--- src/logic/l2_pkg.sv ---
package l2_pkg;

    // cache geometry
    localparam int ADDR_W   = 32;
    localparam int LINE_W   = 256;
    localparam int OFFSET_W = 5;
    localparam int INDEX_W  = 3;
    localparam int NUM_SETS = 8;
    localparam int NUM_WAYS = 4;
    localparam int TAG_W    = ADDR_W - INDEX_W - OFFSET_W;
    localparam int WAY_W    = 2;
    localparam int PLRU_W   = 3;

    // line write source and pmem address source
    localparam logic LINE_SEL_CPU   = 1'b0;
    localparam logic LINE_SEL_MEM   = 1'b1;
    localparam logic PMEM_SEL_FILL  = 1'b0;
    localparam logic PMEM_SEL_DRAIN = 1'b1;

    typedef logic [LINE_W-1:0]   line_t;
    typedef logic [TAG_W-1:0]    tag_t;
    typedef logic [INDEX_W-1:0]  index_t;
    typedef logic [WAY_W-1:0]    way_t;
    typedef logic [NUM_WAYS-1:0] way_mask_t;
    // [2] half used last, [1] way-1 side of lower half, [0] way-3 side of upper half
    typedef logic [PLRU_W-1:0]   plru_t;

    typedef struct packed {
        logic valid;
        logic dirty;
        tag_t tag;
    } meta_t;

    typedef struct packed {
        logic              read;
        logic              write;
        logic [ADDR_W-1:0] addr;
        line_t             wdata;
    } cpu_req_t;

    typedef struct packed {
        logic              read;
        logic              write;
        logic [ADDR_W-1:0] addr;
        line_t             wdata;
    } mem_req_t;

    typedef enum logic [2:0] {
        st_idle,
        st_lookup,
        st_write_back,
        st_fill,
        st_drain
    } state_t;

endpackage

--- src/logic/l2_ctrl.sv ---
`timescale 1ns/1ps

module l2_ctrl (
    input  logic              clk,
    input  logic              rst,
    input  l2_pkg::cpu_req_t  cpu_req,
    input  logic              hit,
    input  l2_pkg::way_t      hit_way,
    input  l2_pkg::way_mask_t valid_mask,
    input  l2_pkg::way_mask_t dirty_mask,
    input  l2_pkg::way_t      victim,
    input  logic              ewb_full,
    input  logic              ewb_hit,
    input  logic              pmem_resp,
    output logic              mem_resp,
    output l2_pkg::way_mask_t meta_we,
    output l2_pkg::meta_t     meta_wdata,
    output l2_pkg::way_mask_t line_we,
    output logic              line_wsel,
    output l2_pkg::way_t      dout_way,
    output logic              dout_ewb,
    output logic              plru_update,
    output logic              ewb_load,
    output logic              ewb_clear,
    output logic              pmem_read,
    output logic              pmem_write,
    output logic              pmem_sel
);
    import l2_pkg::*;

    state_t state;
    state_t next_state;
    way_t   alloc_way;
    logic   alloc_dirty;
    tag_t   req_tag;

    // one-hot write enable for a single way
    function automatic way_mask_t way_to_mask(way_t way);
        way_to_mask = way_mask_t'(1) << way;
    endfunction

    assign req_tag = cpu_req.addr[ADDR_W-1 -: TAG_W];

    // lowest invalid way wins, tree victim only when the set is full
    always_comb
    begin
        alloc_way = victim;
        for (int w = NUM_WAYS - 1; w >= 0; w--)
        begin
            if (!valid_mask[w])
                alloc_way = way_t'(w);
        end
    end

    assign alloc_dirty = valid_mask[alloc_way] && dirty_mask[alloc_way];

    always_comb
    begin
        next_state  = state;
        mem_resp    = 1'b0;
        meta_we     = '0;
        // fills install a valid clean line
        meta_wdata  = '{valid: 1'b1, dirty: 1'b0, tag: req_tag};
        line_we     = '0;
        line_wsel   = LINE_SEL_CPU;
        dout_way    = alloc_way;
        dout_ewb    = 1'b0;
        plru_update = 1'b0;
        ewb_load    = 1'b0;
        ewb_clear   = 1'b0;
        pmem_read   = 1'b0;
        pmem_write  = 1'b0;
        pmem_sel    = PMEM_SEL_FILL;

        case (state)
            st_idle:
            begin
                // requests first, drain only when the cpu is quiet
                if (cpu_req.read || cpu_req.write)
                    next_state = st_lookup;
                else if (ewb_full)
                    next_state = st_drain;
            end

            st_lookup:
            begin
                if (hit)
                begin
                    mem_resp    = 1'b1;
                    plru_update = 1'b1;
                    dout_way    = hit_way;
                    if (cpu_req.write)
                    begin
                        meta_we          = way_to_mask(hit_way);
                        meta_wdata.dirty = 1'b1;
                        line_we          = way_to_mask(hit_way);
                    end
                    next_state = st_idle;
                end
                else if (cpu_req.read && ewb_hit)
                begin
                    // line still parked in the buffer
                    mem_resp   = 1'b1;
                    dout_ewb   = 1'b1;
                    next_state = st_idle;
                end
                else if (cpu_req.write && ewb_hit)
                    // memory copy is stale until the buffer drains
                    next_state = st_drain;
                else if (alloc_dirty)
                    next_state = ewb_full ? st_drain : st_write_back;
                else
                    next_state = st_fill;
            end

            st_write_back:
            begin
                // move victim into the buffer, then free the way
                ewb_load   = 1'b1;
                meta_we    = way_to_mask(alloc_way);
                meta_wdata = '0;
                next_state = st_fill;
            end

            st_fill:
            begin
                pmem_read = 1'b1;
                if (pmem_resp)
                begin
                    meta_we    = way_to_mask(alloc_way);
                    line_we    = way_to_mask(alloc_way);
                    line_wsel  = LINE_SEL_MEM;
                    // back to lookup, which now hits
                    next_state = st_lookup;
                end
            end

            st_drain:
            begin
                pmem_write = 1'b1;
                pmem_sel   = PMEM_SEL_DRAIN;
                if (pmem_resp)
                begin
                    ewb_clear  = 1'b1;
                    next_state = st_idle;
                end
            end

            default:
                next_state = st_idle;
        endcase
    end

    always_ff @(posedge clk)
    begin
        if (rst)
            state <= st_idle;
        else
            state <= next_state;
    end

endmodule

--- config.mk ---
export PLATFORM = sky130hd
export DESIGN_NAME = l2_ctrl
export DESIGN_NICKNAME = d
export VERILOG_FILES = /design/src/logic/l2_pkg.sv /design/src/logic/l2_ctrl.sv
export SDC_FILE = /design/constraint.sdc
export NUM_CORES = 1
export LEC_CHECK = 0
export BUFFER_PORTS_ARGS = -buffer_cell sky130_fd_sc_hd__clkbuf_2
export CAP_MARGIN = 15
export CORE_AREA = 5 5 134 136
export CTS_CLUSTER_SIZE = 12
export DETAILED_ROUTE_END_ITERATION = 10
export DIE_AREA = 0 0 139 141
export GPL_TIMING_DRIVEN = 1
export PLACE_DENSITY = 0.34
export SYNTH_ARGS = -nofsm -noshare
export SYNTH_HDL_FRONTEND = slang
export SYNTH_SLANG_ARGS = --single-unit
--- constraint.sdc ---
create_clock -name clk -period 4.7 [get_ports clk]
set_clock_uncertainty 0.1 [all_clocks]
set_input_delay 0.47 -clock clk [delete_from_list [all_inputs] [get_ports clk]]
set_output_delay 0.47 -clock clk [all_outputs]
set_load 0.05 [all_outputs]
==> impl_metrics.tcl <==
set metrics [dict create \
    status "finished clean" \
    worstPathRequired_ns 4.13 \
    switching_share_pct 48.4 \
    ios 353 \
    synthArstFlopShare_pct 0 \
    synth-seq-cells 3 \
    avgSynthCellArea_um2 6.56 \
    synth_most_common_cell "nor2b_1" \
    port_buffers 88 \
    seq_power_share_pct 9.1 \
    syn_to_final_growth_pct 120 \
    power_density_nw_per_um2 260 \
    hold_viol 0 \
    fp-row-count 48 \
    synth_cell_types 32 \
    hpwl_um 5430 \
    hold_buffers 0 \
    min_period_ns 2.69 \
    die_h_um 141 \
    htreeDepth 1 \
    power.switching_mw 0.179 \
    slew_headroom_pct 40.9 \
    clock-sinks 3 \
    die_w_um 139 \
    post_drt_via_cell_ratio 2.68 \
    cap_violations 0 \
    dieArea_um2 19600 \
    setup_violations 0 \
    globalplace.congestion 0.723 \
    total_power_mw 0.371 \
    finish.utilization_pct 8.48 \
    worst_pin_slew_ns 0.887 \
    grt.total_usage_pct 6.11 \
    clock-root-buffer "clkbuf_16" \
    synth_ff_type "dfxtp_1" \
    clockBufferDepth 2 \
    grt_max_degree 27 \
    postRouteAntennaNets 0 \
    slew_violations 0 \
    yosys_warnings 0 \
    wl_per_cell_um 14.4 \
    drc 0 \
    core_area_um2 16800 \
    syn_area_um2 649 \
    clkLatencyLatePin_ns 0.22 \
    start_kind "register" \
    n_antenna_cell 0 \
    end_kind "output port" \
    largest_reg_flops 3 \
    cts_resized 0 \
    grt-ovfl-total 0 \
    p_int_mw 0.192 \
    grt_antenna_before_repair 0 \
    grt_pass1_vias 1278 \
    crit_fanout 26 \
    peakVddDrop_uv 73.9 \
    largest-register "state" \
    fin_setup_tns_ns 0 \
    initial_core_util_pct 3.86 \
    grt_pass1_wl_um 8740 \
    num_vias 1100 \
    max_clock_freq_mhz 372 \
    rsz0062_at_grt "false" \
    cts_made_buffers 3 \
    syn_nets 407 \
    finalNetCount 495 \
    drive_gt1_share_pct 52.2 \
    drt-initial-drc-count 19 \
    yosysTopAreaCell "nor2b_1" \
    clk_pin_slew_ns 0.03 \
    path_class "register to output port" \
    synth_edf_count 0 \
    pwr-share-clk_pct 36.6 \
    finalCritPeriodShare_pct 57.3 \
    firstDrtPassIters 4 \
    leakagePower_nw 0.651 \
    totalWireLength_um 5920 \
    cp.arrival_ns 2.12 \
    cts_tree "done" \
    synthTopCellsByArea "nor2b_1 26%, dfxtp_1 9.2%, o22ai_1 5.8%" \
    yosysTopAreaCellShare_pct 26.0 \
    syn_inst 99 \
    ys_seq_area_share_pct 9.25 \
    synth_commonest_cells "27 x nor2b_1, 8 x nand2_1, 7 x nor2_1, 7 x o21ai_0, 6 x o22ai_1" \
    hold_path.class "input pin to register" \
    cts_setup_buffers 0 \
    p_comb_share_pct 54.2 \
    top_regs "state x3" \
]
## logic make-up (layout without fill, tap and decap cells)
family                 after synthesis  after routing  synth area share, %
DFF                                  3              3                 9.25
and+or+nand+nor                     62             62                 56.8
AOI/OAI and AO/OA                   25             25                 25.0
muxes                                1              1                 3.47
buffers and inverters                8             95                 5.39
## layout make-up
class,instances,area [um^2]
multi-input combinational,88,554
inverter,3,11.3
tap,225,282
sequential,3,60.1
fill,2027,15400
timing repair buffer,88,440
clock buffer,4,78.8
## worst max-delay path, cell delays in order, from the launching register on
cell,delay [ns]
dfxtp_1,0.41
nor2b_1,0.26
and2b_1,0.74
nor2b_1,0.18
clkbuf_2,0.29
## final timing paths
path | start | to | slack [ns] | cells after the start
worst min-delay path | rst | state[0] | 0.40 | 2
worst max-delay path | state[1] | meta_wdata[4] | 2.01 | 4
worst max register to register | state[0] | state[1] | 2.95 | 4
worst min register to register | state[1] | state[0] | 0.50 | 2
## through the flow
stage	instance area (um^2)	setup WS, ns	hold WS, ns	cells
finish	1430	2.01	0.402	411
global route	1430	1.80	0.407	411
CTS	1430	1.97	0.402	411
detailed placement	1350	2.06	0.493	407
global placement	1350	2.09	0.482	407
floorplan	649	1.55	0.435	99
## power by group through the flow
stage	combinational (mW)	sequential (mW)	clock, mW
after floorplan	0.137	0.0311	0
after global placement	0.205	0.0336	0
after detailed placement	0.205	0.0338	0
after CTS	0.206	0.0336	0.139
after global routing	0.217	0.0347	0.144
final	0.201	0.0339	0.136
## cell usage in the layout (no fill, tap or decap), drive strengths merged, types with 4 or more instances in the layout
master,count
nand2b,4
o21ai,7
nor2b,27
nand2,8
clkbuf,92
o22ai,6
nor2,7
a21oi,4
and2,4
## per-layer routing
layer | routed length, um | track usage, % | up-vias
li1 | - | - | 520
met1 | 2510 | 6.99 | 503
met2 | 2310 | 8.72 | 73
met3 | 1040 | 5.05 | 4
met4 | 57 | 1.49 | 0
met5 | 0 | 0 | -
(Power assumes the default switching activity.)
