===== src/logic/l2_pkg.sv =====
package l2_pkg;

    // cache geometry
    localparam int ADDR_W   = 32;
    localparam int LINE_W   = 256;
    localparam int OFFSET_W = 5;
    localparam int INDEX_W  = 3;
    localparam int NUM_SETS = 8;
    localparam int NUM_WAYS = 4;
    localparam int TAG_W    = ADDR_W - INDEX_W - OFFSET_W;
    localparam int WAY_W    = 2;
    localparam int PLRU_W   = 3;

    // line write source and pmem address source
    localparam logic LINE_SEL_CPU   = 1'b0;
    localparam logic LINE_SEL_MEM   = 1'b1;
    localparam logic PMEM_SEL_FILL  = 1'b0;
    localparam logic PMEM_SEL_DRAIN = 1'b1;

    typedef logic [LINE_W-1:0]   line_t;
    typedef logic [TAG_W-1:0]    tag_t;
    typedef logic [INDEX_W-1:0]  index_t;
    typedef logic [WAY_W-1:0]    way_t;
    typedef logic [NUM_WAYS-1:0] way_mask_t;
    // [2] half used last, [1] way-1 side of lower half, [0] way-3 side of upper half
    typedef logic [PLRU_W-1:0]   plru_t;

    typedef struct packed {
        logic valid;
        logic dirty;
        tag_t tag;
    } meta_t;

    typedef struct packed {
        logic              read;
        logic              write;
        logic [ADDR_W-1:0] addr;
        line_t             wdata;
    } cpu_req_t;

    typedef struct packed {
        logic              read;
        logic              write;
        logic [ADDR_W-1:0] addr;
        line_t             wdata;
    } mem_req_t;

    typedef enum logic [2:0] {
        st_idle,
        st_lookup,
        st_write_back,
        st_fill,
        st_drain
    } state_t;

endpackage


===== src/logic/plru_tree.sv =====
`timescale 1ns/1ps

module plru_tree (
    input  logic           clk,
    input  logic           rst,
    input  l2_pkg::index_t index,
    input  logic           update,
    input  l2_pkg::way_t   used_way,
    output l2_pkg::way_t   victim
);
    import l2_pkg::*;

    plru_t tree [NUM_SETS];
    plru_t cur;

    assign cur = tree[index];

    // mark the used half and the used side within it
    always_ff @(posedge clk)
    begin
        if (rst)
        begin
            for (int s = 0; s < NUM_SETS; s++)
                tree[s] <= '0;
        end
        else if (update)
        begin
            if (!used_way[1])
            begin
                tree[index][2] <= 1'b0;
                tree[index][1] <= used_way[0];
            end
            else
            begin
                tree[index][2] <= 1'b1;
                tree[index][0] <= used_way[0];
            end
        end
    end

    // victim sits in the half not used last
    always_comb
    begin
        if (!cur[2])
            victim = cur[0] ? way_t'(2) : way_t'(3);
        else
            victim = cur[1] ? way_t'(0) : way_t'(1);
    end

endmodule


===== config.mk =====
export PLATFORM = sky130hd
export DESIGN_NAME = plru_tree
export DESIGN_NICKNAME = d
export VERILOG_FILES = /design/src/logic/l2_pkg.sv /design/src/logic/plru_tree.sv
export SDC_FILE = /design/constraint.sdc
export NUM_CORES = 1
export LEC_CHECK = 0
export BUFFER_PORTS_ARGS = -buffer_cell sky130_fd_sc_hd__buf_4
export CORE_ASPECT_RATIO = 2
export CORE_MARGIN = 10
export CORE_UTILIZATION = 53
export DETAILED_ROUTE_END_ITERATION = 16
export HOLD_SLACK_MARGIN = 0.02
export PLACE_DENSITY_LB_ADDON = 0.08
export SETUP_SLACK_MARGIN = 0.1
export SLEW_MARGIN = 0
export SYNTH_ARGS = -nofsm -noshare
export SYNTH_HDL_FRONTEND = slang
export SYNTH_SLANG_ARGS = --single-unit

===== constraint.sdc =====
create_clock -name clk -period 1.7 [get_ports clk]
set_input_delay 0.17 -clock clk [delete_from_list [all_inputs] [get_ports clk]]
set_output_delay 0.17 -clock clk [all_outputs]
set_load 0.02 [all_outputs]

==> results of run 1 <==
[worst paths after layout]
| kind | endpoint | slack [ns] |
|---|---|---|
| setup / recovery | victim[0] | -0.20 |
| hold / removal | tree[6][0] | 0.27 |
[power groups by stage]
stage	Combinational (W)	Clock, W	Sequential [W]
after global routing	0.000265	0.000365	0.000699
after floorplan	0.000151	0	0.000704
after detailed placement	0.000229	0	0.000709
after CTS	0.000246	0.000337	0.000696
after global placement	0.000223	0	0.000708
final	0.000244	0.000336	0.000695
[cell usage in the layout (no fill, tap or decap), drive strengths merged, types with 2 or more instances in the layout]
cell / count
buf: 27
edfxtp: 24
nor2: 13
nor3: 9
nand2: 8
or2: 8
and2: 8
a21o: 7
mux2i: 5
nor2b: 5
a31o: 5
o21bai: 3
clkbuf: 3
a21oi: 2
nand3: 2
o21ai: 2
o211ai: 2
mux4: 2
nor3b: 2
[area by class of cell]
class	instances	area (um2)	area share, %
Sequential cell	24	721	43.4
Multi-Input combinational cell	92	643	38.7
Timing Repair Buffer	27	214	12.9
Clock buffer	3	41.3	2.48
Tap cell	28	35.0	2.11
Clock inverter	1	3.75	0.226
Inverter	1	3.75	0.226
[per-stage QoR]
step | std cells | setup WS (ns) | hold slack (ns) | instance area, um2
6_report | 176 | -0.205 | 0.266 | 1660
5_1_grt | 176 | -0.308 | 0.273 | 1660
4_1_cts | 176 | -0.217 | 0.267 | 1660
3_5_place_dp | 171 | -0.0377 | 0.542 | 1590
3_3_place_gp | 171 | -0.0193 | 0.531 | 1590
2_1_floorplan | 127 | 0.0650 | 0.368 | 1420
[what timing repair did]
item | in CTS | in global routing
resized for setup | 6 | 0
pin swaps | 4 | 0
endpoints found under the setup margin | 1 | 2
buffers inserted | 1 | 0
[logic make-up (layout without fill, tap and decap cells)]
| logic type | after synthesis | in the layout | share of synthesized area (%) |
|---|---|---|---|
| buffers and inverters | 11 | 32 | 4.34 |
| flip-flops | 24 | 24 | 51.0 |
| AO/OA/AOI/OAI | 24 | 24 | 13.5 |
| AND/OR/NAND/NOR | 60 | 60 | 22.9 |
| multiplexers | 8 | 8 | 8.33 |
[layer usage]
metal | global-route usage, % | part of all wire, %
met2 | 21.8 | 57
met5 | 0 | 0
met1 | 11.6 | 39
met3 | 1.76 | 1.9
met4 | 5.04 | 1.9
==> flow_summary.yaml, run 1 <==
floorplan:
  pin_count: 10
  die_y_um: 93.0
  fp-row-count: 26
  die-area_mm2: 0.00526
  core_mm2: 0.00257
  die_w_um: 56.5
  initial_core_util_pct: 55.0
grt:
  grt_pass1_vias: 1059
  antenna_found_initial: 0
  grt_max_degree: 26
  grt_pass1_wl_um: 4920
  gr-total-overflow: 0
  grt.total_usage_pct: 11.5
final_layout:
  nFillCells: 216
  post-route-util_pct: 64.7
  largest_reg_flops: 24
  top_regs: "tree (24)"
  layout.nets: 157
  syn2layout_area_growth_pct: 17.6
  top_register: "tree"
  drive_gt1_share_pct: 33.8
  antennaDiodeCount: 0
sta:
  worst_slack_ns: -0.205
  rsz0062_at_grt: "true"
  setup_viol: 1
  tns_ns: -0.205
  fmaxAchievable_mhz: 525
  finalHoldViolCount: 0
  min_period_ns: 1.90
  worst_slew_pin_slew_ns: 0.353
  slew_viol_final: 0
  final.period_utilization_pct: 112
  maxSlewHeadroom_pct: 76.3
clock_tree:
  cts_tree: "yes"
  cts.path.max_buffers: 2
  clk_pin_slew_ns: 0.08
  cts_buffers: 3
  clock_sinks: 24
  hold_buffers: 0
  clockRootBuffer: "clkbuf_8"
  htreeDepth: 1
power_and_ir_drop:
  p_per_area_mw_per_mm2: 768
  leakage_nw: 0.669
  total_power_w: 0.00128
  power.internal_w: 0.000971
  ir_drop_mv: 0.545
  swShare_pct: 23.9
  power_switching_w: 0.000305
  power.share.combinational_pct: 19.1
  pwr-share-seq_pct: 54.5
  clkPwrFrac_pct: 26.3
placement:
  dp_hpwl_um: 2250
  port_buffers: 9
  gp_congestion: 0.880
critical_path:
  max_stage_delay_ns: 0.49
  crit_fanout: 1
  crit_start: "tree[0][1]"
  crit_path_start_kind: "flip-flop"
  cp-end-kind: "output pin"
  cpLargestDelayFamily: "multiplexers"
  cp.required_ns: 1.53
  path_depth: 4
  critPathSlowestCell: "mux4_1"
  critical_path_class: "reg2out"
  crit_arrival_ns: 1.73
  cp_num_buf_inv: 1
  path_cells: "mux4_1, mux2_4, o211ai_4, buf_6"
routing:
  ant_nets: 0
  drc: 0
  drt-pass1-iter-count: 4
  drt_iter0_drc: 46
  vias_per_cell: 5.70
  vias: 1003
  post_drt_wl_per_cell_um: 16.4
  routed_wl_um: 2890
logic_synthesis:
  yosysMostFrequentCell: "edfxtp_1"
  synth_edf_count: 24
  synth_fp_nets: 135
  synth_top_area_cell: "edfxtp_1"
  synth_top_area_share_pct: 51.0
  yosysWarnings: 0
  synthTopCellsByArea: "edfxtp_1 51%, a21o_1 3.7%, mux4_1 3.7%, and2_1 3.5%, mux2i_1 3.5%"
  netlist_instances: 127
  avgSynthCellArea_um2: 11.1
  synth-main-ff-cell: "edfxtp_1"
  synth_area_mm2: 0.00141
  ys_seq_area_share_pct: 51.0
  synthTopCellsByCount: "24 x edfxtp_1, 13 x nor2_1, 9 x nor3_1"
  synth_cell_types: 33
  synthArstFlopShare_pct: 0
  ys_seq_elements: 24
run_status:
  outcome: "finished, violations left"
  violations: "negative setup slack"
min_path:
  whs_path_depth: 2
  min_path_type: "in2reg"
  hp-start: "used_way[0]"
run:
  cap_viol_max_count: 0
Power figures use the tool's default switching activity.
==> inputs of run 2 (changes only) <==
--- a/config.mk
+++ b/config.mk
@@ -11,7 +11,7 @@
 export CORE_UTILIZATION = 53
 export DETAILED_ROUTE_END_ITERATION = 16
 export HOLD_SLACK_MARGIN = 0.02
-export PLACE_DENSITY_LB_ADDON = 0.08
+export PLACE_DENSITY = 0.73
 export SETUP_SLACK_MARGIN = 0.1
 export SLEW_MARGIN = 0
 export SYNTH_ARGS = -nofsm -noshare
==> run 2 against run 1 <==
  * The flow still finishes with violations (negative setup slack)
  * Highest routed layer unchanged
  * Utilization down 1.2 points
  * Clock power is 49% higher
  * Sequential power barely moved
  * Final area down 1.9%
  * Largest cell class unchanged
==> flow_summary.yaml, run 2 (synthesized netlist as in run 1, its figures left out) <==
grt:
  grt_pass1_wl_um: 5010
  grt.total_usage_pct: 11.8
  gr-total-overflow: 0
  grt_pass1_vias: 1092
  grt_max_degree: 17
  antenna_found_initial: 0
clock_tree:
  htreeDepth: 1
  cts.path.max_buffers: 2
  cts_buffers: 3
  clock_sinks: 24
  cts_tree: "yes"
  clockRootBuffer: "clkbuf_8"
  clk_pin_slew_ns: 0.08
sta:
  final.period_utilization_pct: 113
  maxSlewHeadroom_pct: 75.1
  min_period_ns: 1.92
  slew_viol_final: 0
  fmaxAchievable_mhz: 521
  worst_slack_ns: -0.220
  rsz0062_at_grt: "true"
  finalHoldViolCount: 0
  setup_viol: 1
  tns_ns: -0.220
  worst_slew_pin_slew_ns: 0.372
placement:
  gp_congestion: 0.871
  post_dp_cell_area_mm2: 0.00155
  port_buffers: 9
  dp_cells: 165
  place_ws_ns: -0.0296
  dp_hpwl_um: 2280
power_and_ir_drop:
  p_per_area_mw_per_mm2: 876
  ir_drop_mv: 0.642
  leakage_nw: 0.649
final_layout:
  drive_gt1_share_pct: 31.0
  top_register: "tree"
  final_cell_mix: "24 x edfxtp_1, 20 x buf_4, 13 x nor2_1, 9 x nor3_1"
  top_regs: "tree (24)"
  design_area_mm2: 0.00163
  largest_reg_flops: 24
  layout_commonest_cell: "edfxtp_1"
  antennaDiodeCount: 0
  stdcell_count: 170
  syn2layout_area_growth_pct: 15.4
  layout.nets: 151
  post-route-util_pct: 63.4
min_path:
  hp-start: "used_way[0]"
  whs_path_depth: 2
  min_path_type: "in2reg"
  min_to: "tree[3][0]"
critical_path:
  crit_arrival_ns: 1.75
  critical_path_class: "reg2out"
  cp-end-kind: "output pin"
  crit_path_start_kind: "flip-flop"
  crit_fanout: 1
  cp.required_ns: 1.53
floorplan:
  die_y_um: 93.0
  die-area_mm2: 0.00526
  fp-row-count: 26
  pin_count: 10
  die_w_um: 56.5
  initial_core_util_pct: 55.0
  core_mm2: 0.00257
run_status:
  violations: "negative setup slack"
  outcome: "finished, violations left"
run:
  cap_viol_max_count: 0
routing:
  drt_iter0_drc: 59
  routed_wl_um: 3000
  vias_per_cell: 5.99
  post_drt_wl_per_cell_um: 17.7
  ant_nets: 0
  drt-pass1-iter-count: 4
  drc: 0
  vias: 1018
## run 2: cell types whose count changed in the layout (fill, tap and decap cells not counted), sizes merged
cell    previous run  this run
buf               27        21
bufinv             0         1
clkinv             1         0
## run 2: worst max path at each step
stage	end	slack (ns)	cells after the start	start
2_1_floorplan	victim[0]	0.07	5	tree[3][2]
3_3_place_gp	victim[0]	-0.02	5	index[0]
3_5_place_dp	victim[0]	-0.03	5	index[0]
4_1_cts	victim[0]	-0.25	6	tree[3][2]
5_1_grt	victim[0]	-0.32	6	tree[3][2]
6_report	victim[0]	-0.22	4	tree[2][1]
## run 2: cell type report
type	instances	area (um2)
repair buffers	21	161
inverters	1	3.75
multi-input cells	92	638
flip-flops and latches	24	721
clock inverters	1	30.0
well taps	28	35.0
fillers	206	940
clock buffers	3	41.3
## run 2: critical path, stage by stage, from the launching register on
cell      delay (ns)
edfxtp_1        0.37
mux4_1          0.49
or3b_4          0.40
o211ai_4        0.09
buf_6           0.14
## run 2: metrics by stage
stage / hold slack [ns] / total power, W
global route: 0.269 / 0.00148
floorplan: 0.368 / 0.000855
global placement: 0.532 / 0.000924
CTS: 0.256 / 0.00143
detailed placement: 0.538 / 0.000931
finish: 0.254 / 0.00143
## run 2: metal layers
| layer | track usage, % | share of wire (%) |
|---|---|---|
| met1 | 11.5 | 36 |
| met2 | 22.4 | 57 |
| met4 | 5.85 | 1.7 |
| met5 | 0 | 0 |
| met3 | 2.17 | 4.5 |
## run 2: repair_timing
action,in CTS,in global routing
hold buffers,0,0
gates resized for setup,3,0
pin swaps,3,0
setup endpoints to repair,2,2
buffers inserted,0,1
## run 2: power by group
part	switching (W)	internal (W)
logic	0.000119	0.000113
clock network	0.000185	0.000315
registers	0.0000106	0.000685
total	0.000315	0.00111
