$ cat src/logic/l2_pkg.sv
package l2_pkg;

    // cache geometry
    localparam int ADDR_W   = 32;
    localparam int LINE_W   = 256;
    localparam int OFFSET_W = 5;
    localparam int INDEX_W  = 3;
    localparam int NUM_SETS = 8;
    localparam int NUM_WAYS = 4;
    localparam int TAG_W    = ADDR_W - INDEX_W - OFFSET_W;
    localparam int WAY_W    = 2;
    localparam int PLRU_W   = 3;

    // line write source and pmem address source
    localparam logic LINE_SEL_CPU   = 1'b0;
    localparam logic LINE_SEL_MEM   = 1'b1;
    localparam logic PMEM_SEL_FILL  = 1'b0;
    localparam logic PMEM_SEL_DRAIN = 1'b1;

    typedef logic [LINE_W-1:0]   line_t;
    typedef logic [TAG_W-1:0]    tag_t;
    typedef logic [INDEX_W-1:0]  index_t;
    typedef logic [WAY_W-1:0]    way_t;
    typedef logic [NUM_WAYS-1:0] way_mask_t;
    // [2] half used last, [1] way-1 side of lower half, [0] way-3 side of upper half
    typedef logic [PLRU_W-1:0]   plru_t;

    typedef struct packed {
        logic valid;
        logic dirty;
        tag_t tag;
    } meta_t;

    typedef struct packed {
        logic              read;
        logic              write;
        logic [ADDR_W-1:0] addr;
        line_t             wdata;
    } cpu_req_t;

    typedef struct packed {
        logic              read;
        logic              write;
        logic [ADDR_W-1:0] addr;
        line_t             wdata;
    } mem_req_t;

    typedef enum logic [2:0] {
        st_idle,
        st_lookup,
        st_write_back,
        st_fill,
        st_drain
    } state_t;

endpackage

$ cat src/logic/evict_buffer.sv
`timescale 1ns/1ps

module evict_buffer (
    input  logic                      clk,
    input  logic                      rst,
    input  logic                      load,
    input  logic                      clear,
    input  logic [l2_pkg::ADDR_W-1:0] load_addr,
    input  l2_pkg::line_t             load_line,
    input  logic [l2_pkg::ADDR_W-1:0] probe_addr,
    output logic                      full,
    output logic                      match,
    output logic [l2_pkg::ADDR_W-1:0] addr,
    output l2_pkg::line_t             line
);
    import l2_pkg::*;

    logic [ADDR_W-OFFSET_W-1:0] held_line_addr;
    logic [ADDR_W-OFFSET_W-1:0] probe_line_addr;

    // occupancy flag
    always_ff @(posedge clk)
    begin
        if (rst)
            full <= 1'b0;
        else if (load)
            full <= 1'b1;
        else if (clear)
            full <= 1'b0;
    end

    // evicted line and where it belongs
    always_ff @(posedge clk)
    begin
        if (load)
        begin
            addr <= load_addr;
            line <= load_line;
        end
    end

    // compare on line address, byte offset ignored
    assign held_line_addr  = addr[ADDR_W-1:OFFSET_W];
    assign probe_line_addr = probe_addr[ADDR_W-1:OFFSET_W];

    assign match = full && (held_line_addr == probe_line_addr);

endmodule

$ cat config.mk
export PLATFORM = sky130hd
export DESIGN_NAME = evict_buffer
export DESIGN_NICKNAME = d
export VERILOG_FILES = /design/src/logic/l2_pkg.sv /design/src/logic/evict_buffer.sv
export SDC_FILE = /design/constraint.sdc
export NUM_CORES = 1
export LEC_CHECK = 0
export ABC_AREA = 0
export ABC_CLOCK_PERIOD_IN_PS = 2100
export BUFFER_PORTS_ARGS = -buffer_cell sky130_fd_sc_hd__buf_2
export CAP_MARGIN = 10
export CORE_AREA = 2 2 240 242
export CTS_BUF_LIST = sky130_fd_sc_hd__clkbuf_8
export CTS_CLUSTER_SIZE = 10
export DETAILED_ROUTE_END_ITERATION = 6
export DIE_AREA = 0 0 242 244
export PLACE_DENSITY = 0.48
export SLEW_MARGIN = 30
export SYNTH_ARGS = -nofsm -noshare
export SYNTH_HDL_FRONTEND = slang
export SYNTH_SLANG_ARGS = --single-unit
$ cat constraint.sdc
create_clock -name clk -period 2.1 [get_ports clk]
set_input_delay 0.21 -clock clk [delete_from_list [all_inputs] [get_ports clk]]
set_output_delay 0.21 -clock clk [all_outputs]
set_load 0.03 [all_outputs]
==> results.yml, run 1 <==
sta:
  fmax_mhz: 400
  setup_ws_ps: -400
  finalHoldViolCount: 0
  clock_skew_ps: 0
  rsz0062_at_grt: "yes"
  min_period_over_period: 1.19
  post-route-min-period_ps: 2500
  maxSlewHeadroom: 0.719
  setup_viol: 1
  maxSlewViolCount: 0
  worst_pin_slew_ps: 422
setup_path:
  critical_path_buf_inv_count: 1
  path_max_fanout: 2
  cp.required_ps: 1890
  critical_path.max_stage_delay_ps: 520
  crit_path_cell_trace: "xnor2_1 -> nand4_1 -> or4_4 -> nor4_4 -> buf_4"
  crit_type: "flip-flop to output pin"
  cp-startpoint: "addr[17]$_DFFE_PP_"
  end_kind: "output pin"
  slowest_stage: "or4_4"
  cpLargestDelayFamily: "simple AND/OR/NAND/NOR gates"
  arrival_ps: 2290
  worstReg2RegStart: "full$_SDFFE_PP0P_"
  cp-start-kind: "flip-flop"
drt:
  wire_per_inst_um: 15.7
  drtPass1Iterations: 5
  ant_nets: 0
  viasPerCell: 3.40
  drtIter0Drc: 230
  num_vias: 7065
  wl_mm: 32.6
  drc: 0
yosys:
  syn_area_sq_um: 8980
  synthFlopType: "edfxtp_1"
  synth_seq_cells: 289
  yosysMostFrequentCell: "edfxtp_1"
  yosysWarnings: 0
  synth_area_leaders: "edfxtp_1 96%, xnor2_1 2.6%, nand4_1 0.49%, dfxtp_1 0.22%, nor4_2 0.14%"
  synth_cell_type_count: 9
  synth_edf_count: 288
  ys_top_cells_by_count: "288 x edfxtp_1, 27 x xnor2_1, 7 x nand4_1"
  synth_top_area_share: 0.963
  syn_avg_cell_area_sq_um: 27.4
  synth-async-reset-ratio: 0
  synth-seq-area-share: 0.965
  syn_nets: 652
  synth_cells: 328
  yosys.area.top_type: "edfxtp_1"
cts:
  clockBufferDepth: 3
  clockRootBuffer: "clkbuf_8"
  cts_buffers: 50
  cts_sinks: 289
  clock_latency_ps: 580
  h-tree-depth: 2
  clk_pin_slew_ps: 50
  cts_tree: "done"
placed_design:
  port-buffer-count: 608
  placed_cells: 1703
  gp_congestion: 0.846
  dpl_worst_slack_ps: 88.1
  placed_cell_area_sq_um: 13100
  dp_hpwl_mm: 22.9
global_routing:
  grt_overflow_total: 0
  grt_first_pass_wirelength_mm: 47.0
  track_usage: 0.106
  first_global_vias: 7982
  grt_max_degree: 69
  antenna_found_initial: 2
power:
  combPwrFrac: 0.171
  swShare: 0.279
  p_seq_frac: 0.504
  p_clk_frac: 0.325
  p_leak_nw: 7.09
  p_int_w: 0.0100
  ir_worst_vdd_v: 0.000555
  power_density_nw_per_um2: 822
  p_sw_w: 0.00389
cells_and_area:
  final_cells: 2080
  final_util: 0.301
  design_area_sq_um: 16900
  drive_above_1_share: 0.517
  syn2layout_area_growth_pct: 88.3
  fin_nets: 1614
die:
  ios: 614
  core_sq_um: 56200
  start_util: 0.160
  fp.dieH_um: 244
  rows: 87
  die-area_sq_um: 59000
  die_x_um: 242
min_path:
  min_from: "load_line[77]"
  min_path_type: "primary input to flip-flop"
run_status:
  violations: "setup timing"
  status: "finished with violations"
job:
  maxCapViolCount: 0
[cell type report]
cell class / instances / area [sq um]
clock inverters: 33 / 145
multi-input cells: 38 / 329
diodes: 2 / 5.00
inverters: 1 / 3.75
flip-flops and latches: 289 / 8670
repair buffers: 910 / 6110
fillers: 5596 / 39300
well taps: 756 / 946
clock buffers: 51 / 702
[metrics by stage]
| stage | hold slack [ps] | setup TNS [ps] | power [W] |
|---|---|---|---|
| after floorplan | 282 | 0 | 0.00811 |
| after global placement | 371 | 0 | 0.00906 |
| after detailed placement | 372 | 0 | 0.00908 |
| after CTS | 214 | -490 | 0.0142 |
| after global routing | 218 | -552 | 0.0146 |
| final | 299 | -400 | 0.0139 |
[registers in the layout, summed over array words and instances, names as in the netlist]
name	cells
full	1
addr	32
line	256
[repair_timing]
action / in CTS / in global routing
setup buffers: 0 / 0
gates resized for setup: 2 / 2
endpoints found under the hold margin: 316 / 0
pin swaps: 2 / 1
endpoints found under the setup margin: 1 / 1
hold buffers: 291 / 0
[kinds of logic after synthesis]
family	Yosys count	synth area share
XOR/XNOR	27	0.0263
AO/OA/AOI/OAI	1	0.000557
flip-flops	289	0.965
buffers and inverters	1	0.000418
AND/OR/NAND/NOR	10	0.00752
[power groups by stage]
stage                     logic (W)  registers, W  clock network [W]
after floorplan           0.0000601       0.00805                  0
after global placement      0.00195       0.00711                  0
after detailed placement    0.00195       0.00713                  0
after CTS                   0.00239       0.00702            0.00478
after global routing        0.00250       0.00705            0.00501
final                       0.00238       0.00701            0.00452
[layout by cell type, fill, tap and decap left out, drive strengths merged, types with 2 or more instances in the layout]
cell type	n
buf	619
dlygate4sd3	291
edfxtp	288
clkbuf	51
xnor2	27
clkinv	19
inv	14
nand4	7
diode	2
[metal layers]
metal / GRT usage / vias to the layer above / part of all wire
li1: - / 3255 / -
met1: 0.107 / 3316 / 0.36
met2: 0.187 / 431 / 0.51
met3: 0.0497 / 63 / 0.10
met4: 0.0447 / 0 / 0.034
met5: 0 / - / 0
[worst paths after layout]
check        depth (start not counted)                 end  slack, ps
max                                  5               match       -400
min                                  2  line[77]$_DFFE_PP_        300
max reg2reg                          3   full$_SDFFE_PP0P_        950
min reg2reg                          3   full$_SDFFE_PP0P_       1070
Power figures use the tool's default switching activity.
==> run 2: changes to the inputs <==
--- a/config.mk
+++ b/config.mk
@@ -6,7 +6,7 @@
 export NUM_CORES = 1
 export LEC_CHECK = 0
 export ABC_AREA = 0
-export ABC_CLOCK_PERIOD_IN_PS = 2100
+export ABC_CLOCK_PERIOD_IN_PS = 3000
 export BUFFER_PORTS_ARGS = -buffer_cell sky130_fd_sc_hd__buf_2
 export CAP_MARGIN = 10
 export CORE_AREA = 2 2 240 242
==> constraint.sdc (replaced) <==
create_clock -name clk -period 3 [get_ports clk]
set_input_delay 0.3 -clock clk [delete_from_list [all_inputs] [get_ports clk]]
set_output_delay 0.3 -clock clk [all_outputs]
set_load 0.03 [all_outputs]
==> run 2 against run 1 <==
  * Worst setup slack better by 730 ps
  * The run now ends clean
  * Count of clock-buffer cells in the layout up 1
  * Global-route usage about the same
  * Highest routed layer unchanged
==> results.yml, run 2 (synthesized netlist as in run 1, its figures left out) <==
run_status:
  status: "completed"
cts:
  clockBufferDepth: 3
  clock_latency_ps: 590
  holdBufCountCts: 290
  post_cts_buffers: 0
  cts_tree: "done"
  cts_resized: 0
  clockRootBuffer: "clkbuf_8"
  h-tree-depth: 2
  cts_sinks: 289
  cts_buffers: 52
  clk_pin_slew_ps: 60
sta:
  min_period_over_period: 0.890
  maxSlewViolCount: 0
  fmax_mhz: 375
  rsz0062_at_grt: "no"
  fin_setup_tns_ps: 0
  worst_pin_slew_ps: 481
  setup_viol: 0
  clock_skew_ps: 0
  maxSlewHeadroom: 0.679
  post-route-min-period_ps: 2670
  finalHoldViolCount: 0
drt:
  drtPass1Iterations: 4
  wire_per_inst_um: 15.7
  viasPerCell: 3.39
  drtIter0Drc: 192
  ant_nets: 0
  drc: 0
  num_vias: 7071
  wl_mm: 32.8
power:
  p_seq_frac: 0.476
  p_sw_w: 0.00281
  swShare: 0.273
  p_int_w: 0.00750
  combPwrFrac: 0.160
  total_power_w: 0.0103
  ir_worst_vdd_v: 0.000379
  power_density_nw_per_um2: 606
  p_clk_frac: 0.363
  p_leak_nw: 7.12
die:
  die_x_um: 242
  start_util: 0.160
  rows: 87
  core_sq_um: 56200
  ios: 614
  fp.dieH_um: 244
  die-area_sq_um: 59000
setup_path:
  cp-start-kind: "flip-flop"
  reg2regPathDepth: 3
  critical_path_buf_inv_count: 1
  crit_path_cell_trace: "xnor2_1 -> nand4_1 -> or4_1 -> nor4_2 -> buf_2"
  worstReg2RegStart: "full$_SDFFE_PP0P_"
  arrival_ps: 2370
  critical_path.max_stage_delay_ps: 620
  worst_r2r_endpoint: "full$_SDFFE_PP0P_"
  cpLargestDelayFamily: "simple AND/OR/NAND/NOR gates"
  cp-startpoint: "addr[27]$_DFFE_PP_"
  critPathCapture: "match"
  path_max_fanout: 2
  r2r_slack_ps: 1840
  end_kind: "output pin"
  crit_type: "flip-flop to output pin"
  cp.required_ps: 2700
  path_depth: 5
  slowest_stage: "or4_1"
cells_and_area:
  final_cell_mix: "607 x buf_2, 290 x dlygate4sd3_1, 288 x edfxtp_1"
  fin_nets: 1610
  final_util: 0.303
  top_regs: "line: 256 flops, addr: 32 flops, full: 1 flops"
  syn2layout_area_growth_pct: 89.4
  layout_commonest_cell: "buf_2"
  largest_reg_flops: 256
  drive_above_1_share: 0.515
  top_register: "line"
placed_design:
  gp_congestion: 0.873
  dp_hpwl_mm: 22.8
  port-buffer-count: 608
global_routing:
  first_global_vias: 7899
  grt_first_pass_wirelength_mm: 47.1
  track_usage: 0.106
  antenna_found_initial: 3
  grt_max_degree: 67
  grt_overflow_total: 0
min_path:
  min_path_type: "primary input to flip-flop"
job:
  maxCapViolCount: 0
==> run 2: changes by cell type in the layout (fill, tap and decap cells not counted), sizes merged <==
cell         change
clkbuf           +1
clkinvlp         +1
buf              -5
clkinv           +2
inv              +2
diode            +1
bufinv           +5
dlygate4sd3      -1
==> run 2: metrics by stage <==
step                      area, sq um  instances  worst slack, ps  hold WS [ps]
after floorplan                  8980        328              813           372
after global placement          13100       1698              847           465
after detailed placement        13100       1698              882           460
after CTS                       17000       2083              198          59.3
after global routing            17000       2086              121          73.8
final                           17000       2086              331           134
==> run 2: area by class of cell <==
type,instances,area [sq um]
fill,5616,39200
sequential,289,8670
timing repair buffer,904,6040
tap,756,946
clock buffer,52,716
clock inverter,43,322
multi-input combinational,38,309
antenna,3,7.51
inverter,1,3.75
==> run 2: power by group through the flow <==
stage          registers [W]  logic [W]  clock network [W]
5_1_grt              0.00494    0.00174            0.00409
6_report             0.00491    0.00165            0.00375
3_3_place_gp         0.00498    0.00135                  0
3_5_place_dp         0.00499    0.00136                  0
4_1_cts              0.00491    0.00166            0.00394
2_1_floorplan        0.00563  0.0000421                  0
==> run 2: worst min-delay path by stage <==
stage / from / end / slack [ps] / cells past startpoint
2_1_floorplan: rst / full$_SDFFE_PP0P_ / 370 / 1
3_3_place_gp: rst / full$_SDFFE_PP0P_ / 460 / 2
3_5_place_dp: rst / full$_SDFFE_PP0P_ / 460 / 2
4_1_cts: load / line[73]$_DFFE_PP_ / 60 / 1
5_1_grt: load / line[79]$_DFFE_PP_ / 70 / 1
6_report: load / line[79]$_DFFE_PP_ / 130 / 1
==> run 2: routing by layer <==
layer / track usage / up-vias / routed length (um)
met1: 0.100 / 3318 / 11000
met3: 0.0575 / 60 / 3930
met5: 0 / - / 0
met2: 0.190 / 428 / 16800
met4: 0.0456 / 0 / 992
li1: - / 3265 / -
==> run 3: changes to the inputs <==
--- a/config.mk
+++ b/config.mk
@@ -9,12 +9,14 @@
 export ABC_CLOCK_PERIOD_IN_PS = 3000
 export BUFFER_PORTS_ARGS = -buffer_cell sky130_fd_sc_hd__buf_2
 export CAP_MARGIN = 10
+export CELL_PAD_IN_SITES_DETAIL_PLACEMENT = 0
+export CELL_PAD_IN_SITES_GLOBAL_PLACEMENT = 1
 export CORE_AREA = 2 2 240 242
 export CTS_BUF_LIST = sky130_fd_sc_hd__clkbuf_8
 export CTS_CLUSTER_SIZE = 10
 export DETAILED_ROUTE_END_ITERATION = 6
 export DIE_AREA = 0 0 242 244
-export PLACE_DENSITY = 0.48
+export PLACE_DENSITY = 0.55
 export SLEW_MARGIN = 30
 export SYNTH_ARGS = -nofsm -noshare
 export SYNTH_HDL_FRONTEND = slang
==> run 3 against run 2 <==
  * Clock skew is the same
  * Sequential power is essentially flat
  * Sequential share of layout area is essentially flat
  * Cell area is essentially flat
  * Clock power shrank 2%
  * Flip-flop and latch count is the same
  * Wire length is essentially flat
  * Final cell count is essentially flat
  * Count of clock-buffer cells in the layout grew 1
==> results.yml, run 3 (synthesized netlist as in run 1, its figures left out) <==
sta:
  maxSlewViolCount: 0
  clock_skew_ps: 0
  post-route-min-period_ps: 2760
  setup_viol: 0
  worst_hold_slack_ps: 155
  worst_pin_slew_ps: 527
  min_period_over_period: 0.922
  fin_setup_tns_ps: 0
  rsz0062_at_grt: "no"
  finalHoldViolCount: 0
  maxSlewHeadroom: 0.649
  fmax_mhz: 362
cells_and_area:
  layout_commonest_cell: "buf_2"
  final.fill_count: 5675
  drive_above_1_share: 0.513
  top_register: "line"
  largest_reg_flops: 256
  design_area_sq_um: 17000
  top_regs: "line: 256 flops, addr: 32 flops, full: 1 flops"
  syn2layout_area_growth_pct: 89.3
  final_cell_mix: "607 x buf_2, 290 x dlygate4sd3_1, 288 x edfxtp_1"
  final_util: 0.303
  final_cells: 2085
  fin_nets: 1610
job:
  maxCapViolCount: 0
setup_path:
  worst_r2r_endpoint: "full$_SDFFE_PP0P_"
  arrival_ps: 2460
  crit_type: "flip-flop to output pin"
  path_max_fanout: 2
  cp.required_ps: 2700
  worstReg2RegStart: "full$_SDFFE_PP0P_"
  end_kind: "output pin"
  r2r_slack_ps: 1870
  cp-start-kind: "flip-flop"
  reg2regPathDepth: 3
placed_design:
  port-buffer-count: 608
  dp_hpwl_mm: 23.1
  placed_cell_area_sq_um: 13100
  gp_congestion: 0.907
  placed_cells: 1698
power:
  p_leak_nw: 7.12
  power_density_nw_per_um2: 603
  ir_worst_vdd_v: 0.000327
cts:
  clk_pin_slew_ps: 60
  post_cts_buffers: 0
  clockRootBuffer: "clkbuf_8"
  cts_buffers: 52
  h-tree-depth: 2
  cts_sinks: 289
  clock_latency_ps: 590
  cts_tree: "done"
  clockBufferDepth: 3
drt:
  wl_mm: 32.8
  num_vias: 7083
  drtIter0Drc: 231
  drtPass1Iterations: 4
  wire_per_inst_um: 15.7
  viasPerCell: 3.40
  drc: 0
  ant_nets: 0
global_routing:
  grt_max_degree: 62
  antenna_found_initial: 7
  grt_overflow_total: 0
  first_global_vias: 8028
  track_usage: 0.105
  grt_first_pass_wirelength_mm: 46.8
die:
  fp.dieH_um: 244
  rows: 87
  core_sq_um: 56200
  die_x_um: 242
  die-area_sq_um: 59000
  ios: 614
  start_util: 0.160
min_path:
  min_path_type: "primary input to flip-flop"
  min_to: "line[37]$_DFFE_PP_"
  hold_depth: 1
  min_from: "load"
run_status:
  status: "completed"
-- run 3: worst max path at each step --
stage                       startpoint  endpoint  slack [ps]  cells past startpoint
floorplan            addr[7]$_DFFE_PP_     match         810                      4
global placement        probe_addr[27]     match         790                      6
detailed placement      probe_addr[27]     match         800                      6
CTS                 addr[27]$_DFFE_PP_     match         140                      5
global route        addr[27]$_DFFE_PP_     match          80                      5
finish              addr[27]$_DFFE_PP_     match         240                      5
-- run 3: routing by layer --
metal	share of wire	vias to the layer above	GRT usage
met5	0.0016	-	0
met4	0.054	8	0.0639
met3	0.099	102	0.0452
met2	0.48	416	0.178
met1	0.36	3302	0.107
li1	-	3255	-
-- run 3: cell type report --
cell class,instances,area [sq um],share of cell area
Antenna cell,2,5.00,0.000294
Clock inverter,42,293,0.0172
Sequential cell,289,8670,0.510
Multi-Input combinational cell,38,309,0.0182
Inverter,1,3.75,0.000221
Timing Repair Buffer,904,6050,0.356
Clock buffer,53,729,0.0429
Tap cell,756,946,0.0556
-- run 3: worst max-delay path: stages, from the launching register on --
cell and delay, ps:
edfxtp_1 390, xnor2_1 200, nand4_1 100, or4_1 620, nor4_2 290, buf_2 270
-- run 3: what timing repair did --
item / in CTS / in global routing
endpoints found under the setup margin: 0 / 0
gates resized for setup: 0 / 0
hold buffers: 290 / 0
endpoints found under the hold margin: 289 / 0
-- run 3: per-stage QoR --
step | total power (W) | setup slack [ps]
detailed placement | 0.00635 | 801
floorplan | 0.00568 | 813
finish | 0.0103 | 235
CTS | 0.0104 | 135
global placement | 0.00634 | 791
global route | 0.0107 | 84.7
-- run 3: power breakdown --
group	switching (W)	internal (W)	total [W]
Combinational	0.00102	0.000638	0.00166
Sequential	0.000107	0.00480	0.00491
Clock	0.00169	0.00200	0.00368
Total	0.00281	0.00744	0.0103
